File: src/hdl/regfile_pkg.sv
/*
 * Physical register file package
 * Widths, decode/issue/writeback packets and the init sequencer states
 */
package regfile_pkg;

    // Operand width and source operand count
    localparam int DATA_W     = 32;
    localparam int READ_PORTS = 2;

    // Up to 64 physical registers
    typedef logic [5:0] phys_addr_t;
    typedef logic [0:0] wb_group_t;

    // Decode side, sampled on advance
    typedef struct packed {
        logic                                advance;
        logic                                uses_rd;
        phys_addr_t                          rd_addr;
        phys_addr_t [READ_PORTS-1:0]         rs_addr;
        wb_group_t  [READ_PORTS-1:0]         rs_group;
    } decode_req_t;

    // Issue side, done marks a single-cycle result complete
    typedef struct packed {
        logic                                done;
        phys_addr_t                          rd_addr;
        phys_addr_t [READ_PORTS-1:0]         rs_addr;
    } issue_req_t;

    typedef struct packed {
        logic [READ_PORTS-1:0][DATA_W-1:0]   data;
        logic [READ_PORTS-1:0]               inuse;
    } issue_rsp_t;

    // One commit per writeback group
    typedef struct packed {
        logic                                valid;
        phys_addr_t                          addr;
        logic [DATA_W-1:0]                   data;
    } wb_packet_t;

    typedef enum logic [1:0] {SEQ_IDLE, SEQ_CLEAR, SEQ_RUN} seq_state_t;

endpackage

File: src/hdl/init_counter.sv
/*
 * Init address walker
 * Steps through every physical register while clearing
 */
module init_counter #(
    parameter int PHYS_REGS = 64
) (
    input  logic                    clk,
    input  logic                    arst_n,
    input  logic                    clear_en,
    output regfile_pkg::phys_addr_t addr,
    output logic                    last
);
    import regfile_pkg::*;

    localparam phys_addr_t LAST_ADDR = phys_addr_t'(PHYS_REGS - 1);

    // Final address of the walk
    assign last = clear_en && (addr == LAST_ADDR);

    always_ff @(posedge clk or negedge arst_n) begin
        if (!arst_n) begin
            addr <= '0;
        end else if (!clear_en || last) begin
            addr <= '0;
        end else begin
            addr <= addr + 1'b1;
        end
    end

    a_addr_range : assert property (@(posedge clk) disable iff (!arst_n)
        addr <= LAST_ADDR);

endmodule

File: config.mk
export PLATFORM = sky130hd
export DESIGN_NAME = init_counter
export DESIGN_NICKNAME = d
export VERILOG_FILES = /design/src/hdl/regfile_pkg.sv /design/src/hdl/init_counter.sv
export SDC_FILE = /design/constraint.sdc
export NUM_CORES = 1
export LEC_CHECK = 0
export BUFFER_PORTS_ARGS = -buffer_cell sky130_fd_sc_hd__clkbuf_2
export CAP_MARGIN = 30
export CORE_AREA = 2 2 39 41
export CTS_BUF_LIST = sky130_fd_sc_hd__clkbuf_4
export CTS_CLUSTER_SIZE = 28
export DETAILED_ROUTE_END_ITERATION = 8
export DIE_AREA = 0 0 41 43
export HOLD_SLACK_MARGIN = 0.02
export SLEW_MARGIN = 25
export SYNTH_ARGS = -nofsm -noshare
export SYNTH_HDL_FRONTEND = slang
export SYNTH_SLANG_ARGS = --single-unit
File: constraint.sdc
create_clock -name clk -period 1.3 [get_ports clk]
set_input_delay 0.325 -clock clk [delete_from_list [all_inputs] [get_ports clk]]
set_output_delay 0.325 -clock clk [all_outputs]
set_load 0.01 [all_outputs]
==> metrics.txt, run 1 <==
Die W=41 microns; DP HPWL=between 400 and 500 microns; Post-CTS Setup Inserts=0; total gr overflow=0; CTS root buf=clkbuf_4; Setup violations, final=1; initial antenna violation count=0; final WL=approximately 590 microns; FF+latch count, synth=6; Critical Path Start Type=flip-flop; CTS Buf Count=3; Post-Syn Instances=28; count leader, synth=dfrtp_1; initial drt markers=0; Sink Count=6; fin worst setup slack=-0.125 ns; CTS tree=done; Crit Path Max Fanout=2; max_cap viols=0; number of flops mapped to enable cells by yosys=0; Cell Int Power=336 uW; sequential-to-total area share from yosys stat=54.8%; Die Span Y=between 40 and 50 microns; ranking of synthesized cells by area=dfrtp_1 55%, nor2_1 6.8%, xor2_1 6.4%; Clk Latency, worst-skew pair=about 0.24 ns; Total GRT Usage=approximately 8.5%; Die Area=approximately 1800 sq um; Power Dens Cells=between 1000 and 1500 nW/um^2; RSZ-0062 raised after global routing=yes; PortBufs=9; ANT nets after route=0; Main synth FF type=dfrtp_1; Non-Filler Instances=between 60 and 70; leakage power figure=0.000206 uW; violated checks=setup timing; # nets final=between 50 and 60; via count=252; # fillers=162; Post-synth top cells=6 x dfrtp_1, 5 x nor2_1, 3 x nand2_1, 3 x nand3_1; Final Hold Fails=0; Sw Ratio=between 20 and 25%; Core Box Area=~1400 sq um; area share of the largest cell type after synthesis=a little over half; WL met1=between 200 and 300 microns; vias in the first global route=252; iteration count of the initial detailed-routing pass=1; worst hold path class=in2reg; P&R area growth vs syn=53.9%; peak supply drop=0.393 mV; Clk pwr share=38.4%; final slew viol count=0; largest net degree at the start of global routing=7; fmax=0.702 GHz; Synth async-reset ratio=100%; first-pass GRT wire length=about 970 microns; Final period util=110%; level count of the clock H-tree=1; area leader, netlist=dfrtp_1; DR DRC count=0; number of library cell types mapped by synthesis=13; skew final=slightly below 0.004 ns; crit path kind=reg2out; Site Rows=14; Clock transition at path regs=around 0.050 ns; max FFs per register=6; biggest regs=addr: 6 flops; synthesized area per cell=just under 10 sq um; met2 routed WL=~290 microns; Comb pwr share=approximately 15%; layout cell share with drive strength beyond 1=45.7%; switching power=between 100 and 150 uW; WP data arrival=around 1.1 ns; Initial Util=roughly a fifth; Reg power frac=between 40% and 50%; WL/cell=roughly 9.6 microns; post-layout minimum cycle time=1.43 ns; # diodes=0; Worst-Margin Slew=about 0.17 ns; GP Congestion=0.656; outcome=complete, but fails checks; Post-Syn Nets=32; # IOs=10; placed cells=58; top layer in use=met3; number of vias per cell=4.06; synthesis warning total=0; Worst setup EP type=primary output; Setup TNS=-0.125 ns; Netlist Area Pre-Place=around 270 sq um; Req. time, crit path=a little under 1 ns; WL met3=~32 microns; largest register by flop count=addr; Clock Tree Buf Depth=2; slew margin rel.=roughly nine tenths
[routing by layer]
layer	GRT usage (%)	up-vias
met5	0	-
met2	11.6	6
met3	4.71	0
li1	-	129
met4	4.00	0
met1	10.5	117
[stage by stage]
stage / setup WS, ns / cell area (sq um) / utilization [%] / total power (uW) / hold WS (ns)
global route: -0.214 / 422 / 30.5 / 475 / 0.417
floorplan: 0.0334 / 279 / - / 237 / 0.0294
detailed placement: 0.0913 / 382 / 27.6 / 275 / 0.168
finish: -0.125 / 422 / 30.5 / 446 / 0.382
global placement: 0.126 / 382 / 27.6 / 273 / 0.163
CTS: -0.155 / 422 / 30.5 / 456 / 0.377
[repair_timing]
action,in CTS,in global routing
endpoints found under the hold margin,6,0
setup endpoints to repair,1,1
resized for setup,2,1
hold buffers,1,0
pin swaps,1,0
[path summary, 6_finish.rpt]
path	start	end	slack, ns	depth (start not counted)
max in group asynchronous	arst_n	addr[4]$_DFF_PN0_	0.69	2
hold / removal	clear_en	addr[5]$_DFF_PN0_	0.38	3
min in group asynchronous	arst_n	addr[0]$_DFF_PN0_	0.45	2
setup reg to reg	addr[1]$_DFF_PN0_	addr[3]$_DFF_PN0_	0.19	5
hold reg to reg	addr[0]$_DFF_PN0_	addr[0]$_DFF_PN0_	0.55	2
setup / recovery	addr[1]$_DFF_PN0_	last	-0.13	4
[layout by cell type (no fill, tap or decap)]
cell type      n
o21ai_0        1
clkbuf_2       8
xnor2_1        1
dlygate4sd3_1  1
buf_2          1
nor3_2         1
xor2_1         2
buf_4          5
inv_1          2
nand2_1        3
or3_1          1
ha_2           1
nor2_1         5
a31oi_1        1
clkbuf_4       3
dfrtp_1        6
nand3_2        2
nand3_1        2
[cells by family (layout without fill, tap and decap cells)]
group	Yosys count	after routing	share of synthesized area, %
AND/OR/NAND/NOR	14	14	24.2
XOR/XNOR	3	3	9.59
buffers and inverters	2	20	2.74
adder cells (fa/ha/maj)	1	1	4.57
flip-flops	6	6	54.8
AO/OA/AOI/OAI	2	2	4.11
[critical path: stages (launching register included)]
cell	delay, ns
dfrtp_1	0.35
ha_2	0.20
nand3_2	0.07
nor3_2	0.10
buf_2	0.14
[power groups by stage]
stage | clock [uW] | sequential [uW] | combinational, uW
2_1_floorplan | 0 | 217 | 19.5
3_3_place_gp | 0 | 208 | 64.5
3_5_place_dp | 0 | 209 | 65.7
4_1_cts | 180 | 207 | 69.0
5_1_grt | 190 | 209 | 76.1
6_report | 171 | 207 | 67.3
[layout make-up]
class	instances	area [sq um]	area share (%)
flip-flops and latches	6	150	35.6
multi-input cells	20	129	30.6
repair buffers	15	92.6	22.0
clock buffers	3	22.5	5.34
well taps	16	20.0	4.75
inverters	2	7.51	1.78
(Power assumes the default switching activity.)
==> run 2, diff against run 1 <==
Clock period 1.3 ns to 1.25 ns, I/O delays scaled along.
==> metrics.txt, run 2 (same netlist as run 1, synthesis figures left out) <==
Clk Latency, worst-skew pair=0.25 ns (was 0.24 ns); Power Dens Cells=1070 nW/um^2 (was 1060 nW/um^2); Clock transition at path regs=0.05 ns (about the same); Site Rows=14 (unchanged); CP Cell Sequence=ha_2 > nand3_2 > nor3_2 > buf_2 (unchanged); commonest cells after routing, fill and taps aside=8 x clkbuf_2, 6 x dfrtp_1, 6 x buf_4 (was 8 x clkbuf_2, 6 x dfrtp_1, 5 x nor2_1, 5 x buf_4); Worst-Margin Slew=0.389 ns (was 0.172 ns); placed cells=58 (unchanged); leakage power figure=0.000218 uW (was 0.000206 uW); via count=261 (was 252); Die Area=1760 sq um (unchanged); peak supply drop=0.458 mV (was 0.393 mV); Post-Route Utilization=32.2% (was 30.5%); Initial Util=19.8% (unchanged); Die W=41 microns (unchanged); violated checks=setup timing (unchanged); final slew viol count=0 (unchanged); Setup violations, final=1 (unchanged); CTS Buf Count=3 (unchanged); initial drt markers=0 (unchanged); DP HPWL=476 microns (was 492 microns); fmax=a little over 0.7 GHz; slowest stage delay, CP=0.34 ns (was 0.35 ns); Die Span Y=43 microns (unchanged); P&R area growth vs syn=62.6% (was 53.9%); first-pass GRT wire length=979 microns (was 972 microns); ANT nets after route=0 (unchanged); total gr overflow=0 (unchanged); PortBufs=9 (unchanged); initial antenna violation count=0 (unchanged); Critical Path Start Type=flip-flop (unchanged); DR DRC count=0 (unchanged); most common cell after layout, fill and taps aside=clkbuf_2 (unchanged); CP max stage cell=dfrtp_1 (unchanged); vias in the first global route=248 (was 252); level count of the clock H-tree=1 (unchanged); fin worst setup slack=-0.148 ns (was -0.125 ns); CTS root buf=clkbuf_4 (unchanged); Sink Count=6 (unchanged); max_cap viols=0 (unchanged); biggest regs=addr: 6 flops (unchanged); Final Hold Fails=0 (unchanged); Clock Tree Buf Depth=2 (unchanged); WL/cell=9.86 microns (was 9.58 microns); CTS tree=done (unchanged); final WL=631 microns (was 594 microns); # nets final=54 (was 52); Fin Hold WS=0.339 ns (was 0.382 ns); slew margin rel.=73.8% (was 88.4%); largest register by flop count=addr (unchanged); skew final=0.00909 ns (was 0.00385 ns); Final period util=112%; GP Congestion=0.682 (was 0.656); Crit Path Max Fanout=2 (unchanged); largest net degree at the start of global routing=7 (unchanged); Total GRT Usage=8.86% (was 8.48%); # diodes=0 (unchanged); WP data arrival=1.09 ns (was 1.10 ns); crit path kind=reg2out (unchanged); Non-Filler Instances=64 (was 62); worst hold path class=in2reg (unchanged); # IOs=10 (unchanged); post-layout minimum cycle time=1.40 ns; Core Box Area=1380 sq um (unchanged); iteration count of the initial detailed-routing pass=1 (unchanged); Critical path buffers and inverters=1 (unchanged); layout cell share with drive strength beyond 1=50.0% (was 45.7%); Largest delay share family, worst path=flip-flops (unchanged); Power, Total=479 uW (was 446 uW); number of vias per cell=4.08 (was 4.06); max FFs per register=6 (unchanged); outcome=complete, but fails checks (unchanged); Req. time, crit path=0.94 ns (was 0.98 ns); RSZ-0062 raised after global routing=yes (unchanged); Worst setup EP type=primary output (unchanged)
-- run 2: path summary, 6_finish.rpt --
| path | from | endpoint | slack, ns | cells after the start |
|---|---|---|---|---|
| worst max-delay path | addr[1]$_DFF_PN0_ | last | -0.15 | 4 |
| worst min-delay path | clear_en | addr[4]$_DFF_PN0_ | 0.34 | 3 |
| worst max register to register | addr[1]$_DFF_PN0_ | addr[3]$_DFF_PN0_ | 0.06 | 4 |
| worst min register to register | addr[0]$_DFF_PN0_ | addr[0]$_DFF_PN0_ | 0.55 | 2 |
| max in group asynchronous | arst_n | addr[3]$_DFF_PN0_ | 0.67 | 2 |
| min in group asynchronous | arst_n | addr[2]$_DFF_PN0_ | 0.42 | 2 |
-- run 2: power by group --
| part | internal (uW) | switching, uW | total (uW) |
|---|---|---|---|
| Sequential | 206 | 9.65 | 215 |
| Clock | 109 | 78.2 | 187 |
| Combinational | 39.5 | 36.6 | 76.1 |
-- run 2: layout make-up --
class                      instances  area, sq um
timing repair buffer              17          111
fill                             151          938
sequential                         6          150
inverter                           2         7.51
multi-input combinational         20          134
tap                               16         20.0
clock buffer                       3         22.5
-- run 2: repair_timing --
action,in CTS,in global routing
cloned,0,0
buffers inserted,1,2
endpoints found under the hold margin,6,0
endpoints found under the setup margin,1,5
gates resized for setup,2,2
hold buffers,1,0
pin swaps,1,1
-- run 2: per-layer routing --
layer / track usage, % / share of wire (%)
met1: 9.74 / 43
met2: 12.5 / 46
met3: 7.85 / 9.0
met4: 2.00 / 1.4
met5: 0 / 0
-- run 2: worst register-to-register path, cell delays in order (launching register included) --
cell	delay, ns
dfrtp_1	0.34
ha_2	0.19
nand3_2	0.08
o21ai_0	0.34
nor2_1	0.10
-- run 2: through the flow --
step                worst slack (ns)  area [sq um]  setup TNS (ns)
floorplan                    0.00842           282               0
global placement              0.0595           384               0
detailed placement            0.0345           384               0
CTS                           -0.165           433          -0.165
global route                  -0.246           445          -0.259
finish                        -0.148           445          -0.148
